==> config.mk <==
export PLATFORM = sky130hd
export DESIGN_NAME = snake_top
export DESIGN_NICKNAME = d
export VERILOG_FILES = /design/src/snake_cmd_pkg.sv /design/src/snake_state_pkg.sv /design/src/key_press.sv /design/src/cmd_fifo.sv /design/src/apple_gen.sv /design/src/snake_engine.sv /design/src/snake_top.sv
export VERILOG_INCLUDE_DIRS = /design/src
export SDC_FILE = /design/constraint.sdc
export NUM_CORES = 1
export LEC_CHECK = 0
export ABC_AREA = 1
export BUFFER_PORTS_ARGS = -buffer_cell sky130_fd_sc_hd__buf_2
export CAP_MARGIN = 20
export CORE_ASPECT_RATIO = 0.6
export CORE_MARGIN = 3
export CORE_UTILIZATION = 60
export CTS_BUF_LIST = sky130_fd_sc_hd__clkbuf_4
export CTS_CLUSTER_DIAMETER = 30
export DETAILED_ROUTE_END_ITERATION = 16
export PLACE_DENSITY_LB_ADDON = 0.2
export SLEW_MARGIN = 0
export SYNTH_ARGS = -nofsm -noshare
export SYNTH_HDL_FRONTEND = slang
export SYNTH_SLANG_ARGS = --single-unit
==> constraint.sdc <==
create_clock -name clk -period 19.4 [get_ports clk]
set_input_delay 0.97 -clock clk [delete_from_list [all_inputs] [get_ports clk]]
set_output_delay 0.97 -clock clk [all_outputs]
set_load 0.05 [all_outputs]
==> src/snake_cfg.svh <==
// Snake game configuration with grid size, timing, queue depth and apple seed.
`ifndef SNAKE_CFG_SVH
`define SNAKE_CFG_SVH

// Playfield size in cells.
`define SNAKE_GRID_X 40
`define SNAKE_GRID_Y 30

`define SNAKE_MAX_LEN 16          // number of body segments, head included.

`define SNAKE_STEP_CYCLES 64      // clocks per movement step.
`define SNAKE_DEBOUNCE_CYCLES 4   // clocks a key level must hold before it counts.
`define SNAKE_DIE_CYCLES 128      // clocks spent in the die status before the end.

`define SNAKE_FIFO_DEPTH 4
`define SNAKE_APPLE_SEED 16'hACE1

`endif

==> src/snake_cmd_pkg.sv <==
// Input side types for the snake game, the raw key bundle and the direction command.
package snake_cmd_pkg;

	typedef struct packed {
		logic left;
		logic right;
		logic up;
		logic down;
	} key_raw_t;

	// opposite directions differ only in bit 0.
	typedef enum logic [1:0] {
		DIR_UP    = 2'd0,
		DIR_DOWN  = 2'd1,
		DIR_LEFT  = 2'd2,
		DIR_RIGHT = 2'd3
	} dir_t;

	function automatic dir_t dir_reverse(input dir_t d);
		return dir_t'(d ^ 2'b01);
	endfunction

endpackage

==> src/snake_state_pkg.sv <==
// Game side types for the snake game, status, grid cells and the observed game view.
package snake_state_pkg;

	typedef enum logic [1:0] {
		ST_START = 2'd0,
		ST_PLAY  = 2'd1,
		ST_DIE   = 2'd2,
		ST_END   = 2'd3
	} status_t;

	typedef struct packed {
		logic [5:0] x;
		logic [5:0] y;
	} cell_t;

	// Everything an observer needs about the running game.
	typedef struct packed {
		cell_t      head;
		cell_t      apple;
		logic [4:0] length;
		status_t    status;
	} snake_view_t;

endpackage

==> src/key_press.sv <==
// Key front end that debounces the four buttons and turns each new press into a direction command.
`include "snake_cfg.svh"

module key_press (
	input  logic                    clk,
	input  logic                    arst_n,
	input  snake_cmd_pkg::key_raw_t keys,
	output snake_cmd_pkg::dir_t     cmd,
	output logic                    cmd_valid,
	input  logic                    cmd_ready
);
	import snake_cmd_pkg::*;

	localparam int DEB = `SNAKE_DEBOUNCE_CYCLES;
	localparam int CW = $clog2(DEB + 1);

	logic [3:0] sync_a;
	logic [3:0] sync_b;
	logic [3:0] level;
	logic [3:0] done;
	logic [CW-1:0] cnt [4];
	key_raw_t rise;

	always_comb begin
		for (int i = 0; i < 4; i++)
			done[i] = (sync_b[i] != level[i]) && (cnt[i] == CW'(DEB - 1)); // level held long enough.
	end

	assign rise = key_raw_t'(done & sync_b); // only new presses, releases are ignored.

	always_ff @(posedge clk or negedge arst_n) begin
		if (!arst_n) begin
			sync_a <= '0;
			sync_b <= '0;
			level <= '0;
			for (int i = 0; i < 4; i++)
				cnt[i] <= '0;
		end else begin
			sync_a <= keys;
			sync_b <= sync_a;
			level <= level ^ done;
			for (int i = 0; i < 4; i++) begin
				if (sync_b[i] == level[i] || done[i])
					cnt[i] <= '0;
				else
					cnt[i] <= cnt[i] + 1'b1;
			end
		end
	end

	always_ff @(posedge clk or negedge arst_n) begin
		if (!arst_n)
			cmd_valid <= 1'b0;
		else if (!cmd_valid || cmd_ready)
			cmd_valid <= |rise; // a press during back-pressure is lost.
	end

	always_ff @(posedge clk) begin
		if ((!cmd_valid || cmd_ready) && (|rise)) begin
			if (rise.up)
				cmd <= DIR_UP;
			else if (rise.down)
				cmd <= DIR_DOWN;
			else if (rise.left)
				cmd <= DIR_LEFT;
			else
				cmd <= DIR_RIGHT;
		end
	end

endmodule

==> src/cmd_fifo.sv <==
// Show-ahead command queue that buffers direction commands between the keys and the engine.
`include "snake_cfg.svh"

module cmd_fifo (
	input  logic                clk,
	input  logic                arst_n,
	input  snake_cmd_pkg::dir_t in_cmd,
	input  logic                in_valid,
	output logic                in_ready,
	output snake_cmd_pkg::dir_t out_cmd,
	output logic                out_valid,
	input  logic                out_ready
);
	import snake_cmd_pkg::*;

	localparam int DEPTH = `SNAKE_FIFO_DEPTH;
	localparam int AW = $clog2(DEPTH);

	dir_t mem [DEPTH];
	logic [AW-1:0] wr_ptr;
	logic [AW-1:0] rd_ptr;
	logic [AW:0] count;
	logic [AW:0] count_n;
	logic wr;
	logic rd;

	assign wr = in_valid && in_ready;
	assign rd = out_valid && out_ready;
	assign out_valid = (count != '0);
	assign out_cmd = mem[rd_ptr]; // head is visible without a read strobe.

	always_comb begin
		count_n = count;
		case ({wr, rd})
			2'b10: count_n = count + 1'b1;
			2'b01: count_n = count - 1'b1;
			default: ;
		endcase
	end

	always_ff @(posedge clk or negedge arst_n) begin
		if (!arst_n) begin
			wr_ptr <= '0;
			rd_ptr <= '0;
			count <= '0;
			in_ready <= 1'b0;
		end else begin
			count <= count_n;
			in_ready <= (count_n != (AW + 1)'(DEPTH)); // registered so it is low during reset.
			if (wr)
				wr_ptr <= (wr_ptr == AW'(DEPTH - 1)) ? '0 : wr_ptr + 1'b1;
			if (rd)
				rd_ptr <= (rd_ptr == AW'(DEPTH - 1)) ? '0 : rd_ptr + 1'b1;
		end
	end

	always_ff @(posedge clk) begin
		if (wr)
			mem[wr_ptr] <= in_cmd;
	end

endmodule

==> src/apple_gen.sv <==
// Apple placer that draws a new apple cell from a free-running LFSR each time one is eaten.
`include "snake_cfg.svh"

module apple_gen (
	input  logic                   clk,
	input  logic                   arst_n,
	input  logic                   eat,
	output snake_state_pkg::cell_t apple
);
	import snake_state_pkg::*;

	localparam logic [5:0] GX = 6'(`SNAKE_GRID_X);
	localparam logic [5:0] GY = 6'(`SNAKE_GRID_Y);

	logic [15:0] lfsr;
	logic fb;

	function automatic logic [5:0] wrap(input logic [5:0] v, input logic [5:0] lim);
		logic [5:0] r;
		r = (v >= lim) ? v - lim : v;
		return (r >= lim) ? r - lim : r; // second pass for rows above twice the height.
	endfunction

	function automatic cell_t place(input logic [15:0] s);
		return '{x: wrap(s[5:0], GX), y: wrap(s[13:8], GY)};
	endfunction

	assign fb = lfsr[15] ^ lfsr[13] ^ lfsr[12] ^ lfsr[10]; // taps 16, 14, 13 and 11.

	always_ff @(posedge clk or negedge arst_n) begin
		if (!arst_n) begin
			lfsr <= 16'(`SNAKE_APPLE_SEED);
			apple <= place(16'(`SNAKE_APPLE_SEED)); // first apple comes straight from the seed.
		end else begin
			lfsr <= {lfsr[14:0], fb};
			if (eat)
				apple <= place(lfsr);
		end
	end

endmodule

==> src/snake_engine.sv <==
// Snake engine that steps the snake, grows it, detects wall and body hits and runs the game status.
`include "snake_cfg.svh"

module snake_engine (
	input  logic                         clk,
	input  logic                         arst_n,
	input  snake_cmd_pkg::dir_t          q_cmd,
	input  logic                         q_valid,
	output logic                         q_ready,
	input  snake_state_pkg::cell_t       apple,
	output logic                         eat,
	output logic                         step,
	output snake_state_pkg::snake_view_t view
);
	import snake_cmd_pkg::*;
	import snake_state_pkg::*;

	localparam int GRID_X = `SNAKE_GRID_X;
	localparam int GRID_Y = `SNAKE_GRID_Y;
	localparam int MAX_LEN = `SNAKE_MAX_LEN;
	localparam int STEP = `SNAKE_STEP_CYCLES;
	localparam int DIE = `SNAKE_DIE_CYCLES;
	localparam int CW = $clog2((DIE > STEP) ? DIE : STEP);
	localparam logic [5:0] START_X = 6'd10;
	localparam logic [5:0] START_Y = 6'd10;
	localparam logic [4:0] START_LEN = 5'd3;

	status_t status;
	status_t status_n;
	dir_t dir;
	dir_t dir_n;
	cell_t body [MAX_LEN];
	cell_t nxt;
	logic [4:0] len;
	logic [CW-1:0] cnt;
	logic [CW-1:0] cnt_n;
	logic take;
	logic tick;
	logic hit_wall;
	logic hit_body;
	logic eat_now;

	assign take = q_valid && q_ready;
	assign tick = (status == ST_PLAY) && (cnt == CW'(STEP - 1));
	assign dir_n = (take && (q_cmd != dir_reverse(dir))) ? q_cmd : dir; // reversing is refused.
	assign eat_now = tick && !hit_wall && !hit_body && (nxt == apple);
	assign view = '{head: body[0], apple: apple, length: len, status: status};

	// ########################################
	// next head and hit detection
	// ########################################

	always_comb begin
		nxt = body[0];
		case (dir_n)
			DIR_UP: nxt.y = body[0].y - 1'b1;
			DIR_DOWN: nxt.y = body[0].y + 1'b1;
			DIR_LEFT: nxt.x = body[0].x - 1'b1;
			default: nxt.x = body[0].x + 1'b1;
		endcase
		hit_wall = (nxt.x >= 6'(GRID_X)) || (nxt.y >= 6'(GRID_Y)); // wrap below zero lands here too.
	end

	always_comb begin
		hit_body = 1'b0;
		for (int i = 1; i < MAX_LEN; i++) begin
			if ((i + 1 < int'(len)) && (body[i] == nxt))
				hit_body = 1'b1; // the tail slot is skipped since it moves away this step.
		end
	end

	// ########################################
	// status sequence
	// ########################################

	always_comb begin
		status_n = status;
		cnt_n = '0;
		case (status)
			ST_START: if (take) status_n = ST_PLAY;
			ST_PLAY: begin
				cnt_n = tick ? '0 : cnt + 1'b1;
				if (tick && (hit_wall || hit_body))
					status_n = ST_DIE;
			end
			ST_DIE: begin
				cnt_n = cnt + 1'b1;
				if (cnt == CW'(DIE - 1)) begin
					status_n = ST_END;
					cnt_n = '0;
				end
			end
			default: if (take) status_n = ST_START;
		endcase
	end

	always_ff @(posedge clk or negedge arst_n) begin
		if (!arst_n) begin
			status <= ST_START;
			cnt <= '0;
			dir <= DIR_RIGHT;
			len <= START_LEN;
			q_ready <= 1'b0;
			step <= 1'b0;
			eat <= 1'b0;
		end else begin
			status <= status_n;
			cnt <= cnt_n;
			q_ready <= (status_n == ST_START) || (status_n == ST_END) ||
				(status_n == ST_PLAY && cnt_n == CW'(STEP - 1)); // one command per step.
			step <= tick && !hit_wall && !hit_body;
			eat <= eat_now;
			dir <= (status_n == ST_START) ? DIR_RIGHT : dir_n;
			if (status_n == ST_START)
				len <= START_LEN;
			else if (eat_now && len != 5'(MAX_LEN))
				len <= len + 1'b1;
		end
	end

	// Growth needs no special case, the old tail simply shifts into the next slot.
	always_ff @(posedge clk) begin
		if (status_n == ST_START) begin
			for (int i = 0; i < MAX_LEN; i++) begin
				body[i].x <= (i < int'(START_LEN)) ? START_X - 6'(i) : START_X - 6'(START_LEN - 1);
				body[i].y <= START_Y;
			end
		end else if (tick && !hit_wall && !hit_body) begin
			body[0] <= nxt;
			for (int i = 1; i < MAX_LEN; i++)
				body[i] <= body[i - 1];
		end
	end

endmodule

==> src/snake_top.sv <==
// Snake game core top level joining the key front end, the command queue, the engine and the apple placer.
module snake_top (
	input  logic                         clk,
	input  logic                         arst_n,
	input  snake_cmd_pkg::key_raw_t      keys,
	output snake_state_pkg::snake_view_t view,
	output logic                         step
);
	import snake_cmd_pkg::*;
	import snake_state_pkg::*;

	dir_t cmd;
	logic cmd_valid;
	logic cmd_ready;
	dir_t q_cmd;
	logic q_valid;
	logic q_ready;
	logic eat;
	cell_t apple;

	key_press u_key_press (
		.clk(clk),
		.arst_n(arst_n),
		.keys(keys),
		.cmd(cmd),
		.cmd_valid(cmd_valid),
		.cmd_ready(cmd_ready)
	);

	cmd_fifo u_cmd_fifo (
		.clk(clk),
		.arst_n(arst_n),
		.in_cmd(cmd),
		.in_valid(cmd_valid),
		.in_ready(cmd_ready),
		.out_cmd(q_cmd),
		.out_valid(q_valid),
		.out_ready(q_ready)
	);

	snake_engine u_snake_engine (
		.clk(clk),
		.arst_n(arst_n),
		.q_cmd(q_cmd),
		.q_valid(q_valid),
		.q_ready(q_ready),
		.apple(apple),
		.eat(eat),
		.step(step),
		.view(view)
	);

	apple_gen u_apple_gen (
		.clk(clk),
		.arst_n(arst_n),
		.eat(eat),
		.apple(apple)
	);

endmodule

Yosys cells after proc, flatten, opt, wreduce, memory -nomap -nowiden

Memory sizes are Yosys's and may differ from the RTL's.
Cells that the tools add are included.

Memory bits (writable): 200
Bits in latches: 0
Word-level logic and storage cells: 246
Bits in read-only memories: 0
Memories kept: 2
Output and inout port bits: 32
Bits in registers: 82

Shifts and indexed selects: 0
Divide/modulo/power cells: 0
Equality and inequality tests: 44
Muxes and demuxes: 65
Reductions and logical operators: 50
Multiply operators: 0
Bitwise logic cells: 22
Magnitude comparators: 21
Add/subtract/negate cells: 18

Memory list:

| memory              | depth | width | rd ports | clocked after memory_dff | write ports | line               | text |
|---|---|---|---|---|---|---|---|
| u_snake_engine.body | 16    | 12    | 16       | 0                        | 16          | snake_engine.sv:32 | `cell_t body [MAX_LEN];` |
| u_cmd_fifo.mem      | 4     | 2     | 1        | 0                        | 1           | cmd_fifo.sv:19     | `dir_t mem [DEPTH];` |

Operator list:

| operator                                                          | number |
|---|---|
| == test 12 bit                                                    | 16 |
| 2-to-1 mux 12 bit                                                 | 16 |
| < comparator 4 x 5 -> 1 bit, first input constant                 | 8 |
| logical AND 1 bit                                                 | 30 |
| 2-to-1 mux 1 bit                                                  | 24 |
| 2-to-1 mux 6 bit                                                  | 4 |
| one-hot mux 6 bit (2 select lines)                                | 2 |
| < comparator 3 x 5 -> 1 bit, first input constant                 | 4 |
| greater-or-equal comparator 6 x 5 -> 1 bit, second input constant | 3 |
| greater-or-equal comparator 6 bit, second input constant          | 3 |
| 2-to-1 mux 2 bit                                                  | 8 |
| bitwise OR 1 bit                                                  | 16 |
| adder 3 x 1 -> 3 bit, second input constant                       | 5 |
| == test 7 x 6 -> 1 bit, second input constant                     | 2 |
| 2-to-1 mux 7 bit                                                  | 2 |
| one-hot mux 7 bit (2 select lines)                                | 1 |
| adder 6 x 1 -> 6 bit, second input constant                       | 2 |
| == test 2 bit, second input constant                              | 6 |
| == test 3 x 2 -> 1 bit, second input constant                     | 4 |
| 2-to-1 mux 3 bit                                                  | 4 |
| subtractor 6 x 1 -> 6 bit, second input constant                  | 2 |
| subtractor 6 x 5 -> 6 bit, second input constant                  | 2 |
| subtractor 6 bit, second input constant                           | 2 |
| < comparator 2 x 5 -> 1 bit, first input constant                 | 2 |
| other kinds (26)                                                  | 52 |

Longest topological paths before layout

Gate-level depths: netlist (run 1).

Depth in word-level cells: 32
Gate-level depth with buffers: 45

Hierarchy

Synthesis (run 1) repeated with hierarchy kept, for this count alone.

Cells, all modules: 1,831
Area, all modules: 15,643.8 µm²

Modules (own cells, without submodules):

| module       | area each (µm²) | instances | cells each | seq. area each (µm²) |
|---|---|---|---|---|
| snake_engine | 12,482.0        | 1         | 1,520      | 5,345.1 |
| apple_gen    | 1,348.8         | 1         | 142        | 716.9 |
| key_press    | 1,036.0         | 1         | 92         | 685.7 |
| cmd_fifo     | 777.0           | 1         | 77         | 440.4 |

Worst setup path before layout (run 1)

Ideal clock, no wire load.

Path type: register -> register
Start: register u_cmd_fifo.rd_ptr[0]
End: memory u_snake_engine.body[0][0] (netlist bit), enable pin
Arrival time: 6.117 ns
Buffers on the path: 4
Cell stages (with the launch flop): 39
Path slack: 12.865 ns
Data required time: 18.982 ns
Cell sequence: dfrtp_1 > inv_2 > nand2_1 > nand3_1 > nand2_1 > nand2_1 > nand4_2 > nand2_1 > inv_2 > nor2_1 > inv_1 > ha_1 > a21oi_1 > nand2_1 > a21o_1 > a21oi_1 > inv_1 > nand2_1 > [... 3 more ...] > buf_4 > nand2_1 > nand3_1 > nor2_1 > nand2_1 > inv_1 > nand3_1 > nand2_1 > nor2_1 > nand2_2 > nor2_4 > o21ai_0 > a21oi_1 > ha_1 > clkinv_1 > nand2_2 > buf_2 > buf_2

RTL lines:

| item                     | line               | text |
|---|---|---|
| start: declaration       | cmd_fifo.sv:21     | `logic [AW-1:0] rd_ptr;` |
| start signal: assignment | cmd_fifo.sv:53     | `rd_ptr <= (rd_ptr == AW'(DEPTH - 1)) ? '0 : rd_ptr + 1'b1;` |
| end: declaration         | snake_engine.sv:32 |  |

==> metrics.csv, run 1 <==
stage;metric;value;unit
pwr;Leakage;7.34;nW
yosys;post-synthesis xor/xnor area fraction;0.0415;
cts;CTS tree;yes;
worst_setup_path;WP data required;19.77;ns
worst_setup_path;Reg-to-Reg End;u_snake_engine.body[0][71];
worst_hold_path;Tightest Hold Check Type;flip-flop to flip-flop;
pwr;power density cells;186;nW/um^2
cts;H-tree levels;3;
detailed_routing;TritonRoute pass-1 iters;7;
sta;Final Hold Viols;0;
final_layout;Final Core Density;0.662;
grt;largest net degree at the start of global routing;91;
yosys;register area share after synthesis;0.481;
run_status;status;complete, no violations;
sta;RSZ-0062 raised after global routing;no;
placed_design;pre-CTS WS;11.53;ns
cts;postcts setup bufs;0;
worst_setup_path;R2R depth;38;
worst_setup_path;slowest library cell on the worst path;nand2_8;
yosys;net count after synthesis;1929;
pwr;peak supply drop;0.122;mV
yosys;Post-Syn Instances;1886;
floorplan;total die area;26900;um^2
worst_setup_path;Crit path buffers/inverters;8;
placed_design;placed inst area;15100;um^2
worst_setup_path;Crit Path Max Fanout;70;
worst_setup_path;crit start category;flip-flop;
yosys;#FFs+latches synth;282;
placed_design;placer congestion estimate;0.971;
detailed_routing;Post-Route WL;38.6;mm
final_layout;Area growth syn-to-layout;7.77;%
grt;vias in the first global route;11600;
cts;CTS sink cnt;282;
placed_design;hpwl dp;26.4;mm
sta;FMAX;0.127;GHz
grt;initial antenna violation count;1;
worst_setup_path;r2r setup slk;11.53;ns
cts;TritonCTS buffer count;68;
detailed_routing;post-route ant nets;0;
floorplan;die width;210;um
worst_setup_path;Reg-to-Reg Start;u_cmd_fifo.rd_ptr[0];
cts;Worst-path clk slew;0.07;ns
worst_setup_path;Most Frequent Cell on Critical Path;nand2_1;
cts;post-CTS sizing;0;
sta;Pins Over Slew Limit;0;
pwr;Design Power;3.00;mW
yosys;Synth Flop Type;edfxtp_1;
final_layout;Layout Cells excl Fill;2312;
detailed_routing;DR vias/cell;5.38;
worst_setup_path;crit end category;flip-flop;
grt;GRT Total Usage;0.290;
yosys;synthesized area;14900;um^2
yosys;post-synth cell types;50;
sta;fin crit period;7.87;ns
grt;grt ovf;0;
yosys;Synth Area in Adders;0.0320;
worst_setup_path;Worst path depth;38;
worst_setup_path;CP arrival;8.24;ns
final_layout;layout cells sized above 1;0.131;
floorplan;Die Span Y;128;um
placed_design;number of port buffers;37;
worst_setup_path;CP top delay family;simple AND/OR/NAND/NOR gates;
sta;final worst-path cycle share;0.406;
worst_setup_path;CP max stage delay;0.51;ns
flow_run;max-cap viol count;0;
cts;CTS Root Cell;clkbuf_4;
yosys;post-synthesis compound-gate area fraction;0.0809;
floorplan;FP Rows;44;
detailed_routing;initial DRC count;1455;
yosys;Post-synth EDFFs;112;
yosys;Post-synth ARST share;0.284;
final_layout;commonest non-fill, non-tap cell in the layout;nand2_1;
sta;Clock Skews;0.0314;ns
sta;Setup Viol. Count Final;0;
sta;Hold WS;0.349;ns
yosys;syn_area_per_cell;7.92;um^2
floorplan;boundary pin count;38;
yosys;largest family of logic cells by synthesized area;simple AND/OR/NAND/NOR gates;
yosys;simple-gate share of the synthesized area;0.258;
sta;final worst slack;11.53;ns
final_layout;most frequent cells in the layout;nand2_1 (499), inv_1 (277), nor2_1 (205);
sta;Worst slew margin;0.291;
cts;clk buf depth;3;
final_layout;post-route cell area;16100;um^2
worst_setup_path;critical path endpoint;u_snake_engine.body[0][71];
floorplan;core area;24300;um^2
floorplan;Starting Density;0.614;
worst_setup_path;Worst Setup SP;u_cmd_fifo.rd_ptr[0];
final_layout;Final #Nets;1976;
worst_setup_path;WS Path Type;flip-flop to flip-flop;
placed_design;placed cells;2183;
cts;clk_lat worst skew;0.72;ns
detailed_routing;Vias;12400;
yosys;mux contribution to synthesized area;0;
sta;Final TNS setup;0;ns
sta;Slew @ Worst Pin;1.06;ns
grt;global-route wire length before repair;61.5;mm
detailed_routing;DRC;0;
yosys;Synth warnings;0;
detailed_routing;Routed wire per std cell;16.7;um
-- routing by layer --
| metal | up-vias | track usage | wire length (um) | part of all wire |
|---|---|---|---|---|
| met2 | 655 | 0.378 | 14800 | 0.38 |
| met4 | 0 | 0.0806 | 738 | 0.019 |
| li1 | 6071 | - | - | - |
| met3 | 71 | 0.103 | 5090 | 0.13 |
| met1 | 5650 | 0.447 | 17900 | 0.46 |
| met5 | - | 0 | 0 | 0 |
-- cells in the mapped netlist (3+ instances only) --
master,number,area share
a21oi_1,49,0.016
buf_2,29,0.0097
buf_4,26,0.013
buf_6,10,0.0075
clkbuf_1,7,0.0018
clkinv_1,3,0.00075
dfrtp_1,63,0.11
dfstp_2,17,0.030
dfxtp_1,90,0.12
edfxtp_1,112,0.23
ha_1,35,0.029
inv_1,277,0.070
inv_2,14,0.0035
nand2_1,499,0.13
nand2_2,13,0.0054
nand3_1,90,0.030
nand3_2,3,0.0020
nand3b_1,5,0.0025
nand4_1,19,0.0080
nor2_1,205,0.052
nor2_2,39,0.016
nor3_1,10,0.0033
nor4_1,4,0.0017
o21ai_0,86,0.029
o21ai_1,44,0.015
o21ai_2,5,0.0029
o22ai_1,28,0.012
or2_1,10,0.0042
xnor2_1,5,0.0029
xor2_1,62,0.036
-- worst reg2reg max path, delay by kind of cell, from the launching register on --
kind,cells,cell delay [ns]
AO/OA/AOI/OAI,5,0.81
adder cells (fa/ha/maj),2,0.73
buffers and inverters,8,1.96
flip-flops,1,0.46
AND/OR/NAND/NOR,23,3.50
-- sequential cells by signal (all words and copies together), names as in the netlist, 2 cells and up, named ones only --
name / count
u_apple_gen.apple: 12
u_apple_gen.lfsr: 16
u_cmd_fifo.count: 3
u_cmd_fifo.mem: 8
u_cmd_fifo.rd_ptr: 2
u_cmd_fifo.wr_ptr: 2
u_key_press.cmd: 2
u_key_press.cnt: 12
u_key_press.sync_a: 4
u_key_press.sync_b: 4
u_snake_engine.body: 192
u_snake_engine.cnt: 7
u_snake_engine.dir: 2
u_snake_engine.len: 5
u_snake_engine.status: 2
-- kinds of logic after synthesis --
kind of cell    Yosys count
xor+xnor                 69
simple gates            907
flops                   282
buf+inv                 366
fa+ha+maj                37
compound gates          224
other cells               1
-- area by class of cell --
type / instances / area (um^2)
Fill cell: 2086 / 8230
Sequential cell: 282 / 7190
Multi-Input combinational cell: 1238 / 6190
Inverter: 294 / 1110
Clock buffer: 104 / 781
Tap cell: 322 / 403
Timing Repair Buffer: 49 / 300
Clock inverter: 21 / 131
Antenna cell: 2 / 5.00
-- worst min path at each step --
stage	start	endpoint	slack, ns	cells past startpoint
after CTS	arst_n	u_apple_gen.lfsr[3]	0.01	1
after global placement	u_key_press.sync_a[3]	u_key_press.sync_b[3]	0.33	0
after global routing	keys[2]	u_key_press.sync_a[2]	0.31	1
final	u_key_press.sync_a[3]	u_key_press.sync_b[3]	0.35	0
after floorplan	u_key_press.sync_a[0]	u_key_press.sync_b[0]	0.33	0
after detailed placement	u_key_press.sync_a[3]	u_key_press.sync_b[3]	0.33	0
-- repair_timing --
| item | 4_1_cts | 5_1_grt |
|---|---|---|
| hold buffers | 0 | 1 |
| hold endpoints to repair | 0 | 3 |
| endpoints found under the setup margin | 0 | 0 |
-- where the power goes --
part / switching [mW] / total, mW / internal, mW
clock: 0.249 / 0.522 / 0.272
sequential: 0.0776 / 0.851 / 0.774
combinational: 1.21 / 1.63 / 0.422
total: 1.53 / 3.00 / 1.47
Power figures use the tool's default switching activity.
==> run 2: changes to the inputs <==
==> constraint.sdc (replaced) <==
create_clock -name clk -period 7.75 [get_ports clk]
set_input_delay 0.3875 -clock clk [delete_from_list [all_inputs] [get_ports clk]]
set_output_delay 0.3875 -clock clk [all_outputs]
set_load 0.05 [all_outputs]
==> run 2 against run 1 <==
Effect of this change:
- sequential share of layout area fell by 0.47 points
- clock power rose by 150%
- wire length rose by 1.3%
- largest cell class unchanged
- critical path depth rose by 3
- utilization rose by 0.70 points
- cell count rose by 0.48%
- non-clock buffer count rose by 12
- flip-flop and latch count did not move
- via count rose by 0.27%
- count of clock-buffer cells in the layout rose by 8
- worst hold slack got worse by 0.30 ns
- power rose to 2.5 times the previous value
==> metrics.csv, run 2 (synthesis gave the netlist of run 1 again) <==
stage;metric;value;unit
placed_design;number of port buffers;37;
grt;largest net degree at the start of global routing;97;
grt;vias in the first global route;11700;
pwr;Sw Share;0.509;
detailed_routing;DR vias/cell;5.37;
worst_setup_path;Reg-to-Reg End;u_snake_engine.body[1][69];
final_layout;commonest non-fill, non-tap cell in the layout;nand2_1;
sta;Setup Viol. Count Final;0;
cts;clk buf depth;3;
final_layout;register area;7190;um^2
sta;fin crit period;6.92;ns
sta;Worst slew margin;0.198;
worst_setup_path;crit end category;flip-flop;
sta;Clock Skews;0.0474;ns
pwr;sequential share of power;0.283;
final_layout;Largest regs;u_snake_engine.body (192), u_apple_gen.lfsr (16);
detailed_routing;Routed wire per std cell;16.8;um
grt;met1 GRT Util;0.447;
worst_setup_path;Most Frequent Cell on Critical Path;nand2_1;
detailed_routing;post-route ant nets;0;
final_layout;Area growth syn-to-layout;8.91;%
cts;TritonCTS buffer count;69;
grt;initial antenna violation count;0;
pwr;power density cells;465;nW/um^2
floorplan;boundary pin count;38;
sta;RSZ-0062 raised after global routing;no;
detailed_routing;DRC;0;
final_layout;layout cells sized above 1;0.140;
final_layout;Top reg by flops;u_snake_engine.body;
pwr;P_int;3.72;mW
detailed_routing;initial DRC count;1714;
cts;CTS tree;yes;
floorplan;die width;210;um
cts;H-tree levels;3;
pwr;Clk pwr share;0.172;
grt;grt ovf;0;
pwr;peak supply drop;0.358;mV
worst_setup_path;Reg-to-Reg Start;u_cmd_fifo.rd_ptr[0];
final_layout;Largest register FFs;192;
final_layout;post-route cell area;16300;um^2
floorplan;core area;24300;um^2
final_layout;Final Core Density;0.669;
placed_design;placed inst area;15200;um^2
pwr;Switching Power;3.85;mW
worst_setup_path;R2R depth;41;
worst_setup_path;WP data required;8.33;ns
sta;Final TNS setup;0;ns
grt;GRT Total Usage;0.294;
pwr;Gate power share;0.545;
final_layout;area of the multi-input gates;6200;um^2
floorplan;Starting Density;0.614;
pwr;Leakage;7.43;nW
final_layout;fill cell count;2028;
detailed_routing;Post-Route WL;39.1;mm
worst_setup_path;Worst Setup SP;u_cmd_fifo.rd_ptr[0];
worst_setup_path;CP max stage delay;0.56;ns
final_layout;most frequent cells in the layout;nand2_1 (497), inv_1 (277), nor2_1 (205);
worst_setup_path;Crit Path Max Fanout;34;
placed_design;placer congestion estimate;0.921;
pwr;Design Power;7.56;mW
grt;global-route wire length before repair;62.4;mm
sta;Slew @ Worst Pin;1.20;ns
sta;Final Hold Viols;0;
detailed_routing;TritonRoute pass-1 iters;5;
cts;clk_lat worst skew;0.73;ns
detailed_routing;Vias;12500;
floorplan;total die area;26900;um^2
cts;postcts setup bufs;0;
worst_setup_path;r2r setup slk;0.83;ns
worst_setup_path;CP arrival;7.51;ns
cts;Worst-path clk slew;0.07;ns
cts;CTS sink cnt;282;
flow_run;max-cap viol count;0;
sta;final worst-path cycle share;0.893;
run_status;status;complete, no violations;
sta;FMAX;0.144;GHz
placed_design;placed cells;2190;
final_layout;Layout Cells excl Fill;2323;
sta;Pins Over Slew Limit;0;
cts;CTS Root Cell;clkbuf_4;
final_layout;Final #Nets;1990;
worst_setup_path;crit start category;flip-flop;
floorplan;FP Rows;44;
worst_setup_path;slowest library cell on the worst path;inv_2;
grt;met2 global-route usage;0.395;
worst_hold_path;Tightest Hold Check Type;input port to asynchronous set/reset pin;
worst_setup_path;critical path endpoint;u_snake_engine.body[1][69];
grt;GRT busiest layer;met1;
worst_setup_path;WS Path Type;flip-flop to flip-flop;
final_layout;diode count;0;
floorplan;Die Span Y;128;um
placed_design;hpwl dp;27.4;mm
grt;grt met3 use;0.107;
run 2: cell count changes in the layout (fill, tap and decap cells not counted), sizes merged:
cell,before,now
buf,48,56
bufinv,2,1
clkbuf,104,112
clkinv,18,11
clkinvlp,0,1
diode,2,0
dlygate4sd3,1,5
inv,295,294
nand2,514,515
run 2: worst min path at each step:
stage	start	end	slack, ns
after floorplan	arst_n	asynchronous set/reset pin	0.09
after global placement	u_key_press.sync_a[2]	u_key_press.sync_b[2]	0.33
after detailed placement	u_key_press.sync_a[3]	u_key_press.sync_b[3]	0.33
after CTS	keys[1]	u_key_press.sync_a[1]	0.28
after global routing	arst_n	u_apple_gen.lfsr[3]	0.03
final	arst_n	u_apple_gen.lfsr[3]	0.05
run 2: cell type report:
cell class                      instances  share of cell area
Multi-Input combinational cell       1239               0.381
Sequential cell                       282               0.442
Clock buffer                          112              0.0517
Inverter                              294              0.0682
Tap cell                              322              0.0248
Timing Repair Buffer                   61              0.0276
Clock inverter                         13             0.00477
run 2: repair_timing:
action,in CTS,in global routing
setup endpoints to repair,0,148
hold endpoints to repair,67,0
hold buffers,5,0
resized for setup,0,3
run 2: through the flow:
step	hold WS (ns)	setup WS, ns
after CTS	0.278	0.621
after detailed placement	0.335	0.656
after global routing	0.0327	0.105
final	0.0482	0.826
after floorplan	0.0919	1.21
after global placement	0.332	0.910
run 2: power groups by stage:
stage               Clock (mW)  Sequential, mW  Combinational, mW
finish                    1.30            2.14               4.12
CTS                       1.32            2.13               3.99
floorplan                    0            2.13               2.95
global route              1.40            2.17               4.53
detailed placement           0            2.16               3.96
global placement             0            2.15               3.90
run 2: worst max-delay path, delay by kind of cell, from the launching register on:
kind / cells / cell delay, ns
flops: 1 / 0.47
buf+inv: 7 / 1.49
xor+xnor: 1 / 0.13
compound gates: 3 / 0.53
simple gates: 28 / 3.44
fa+ha+maj: 2 / 0.69
run 2: per-layer routing:
layer  routed length (um)  up-vias
met5                    0        -
met4                  569        0
met3                 5050       54
li1                     -     6090
met1                18000     5694
met2                15500      643
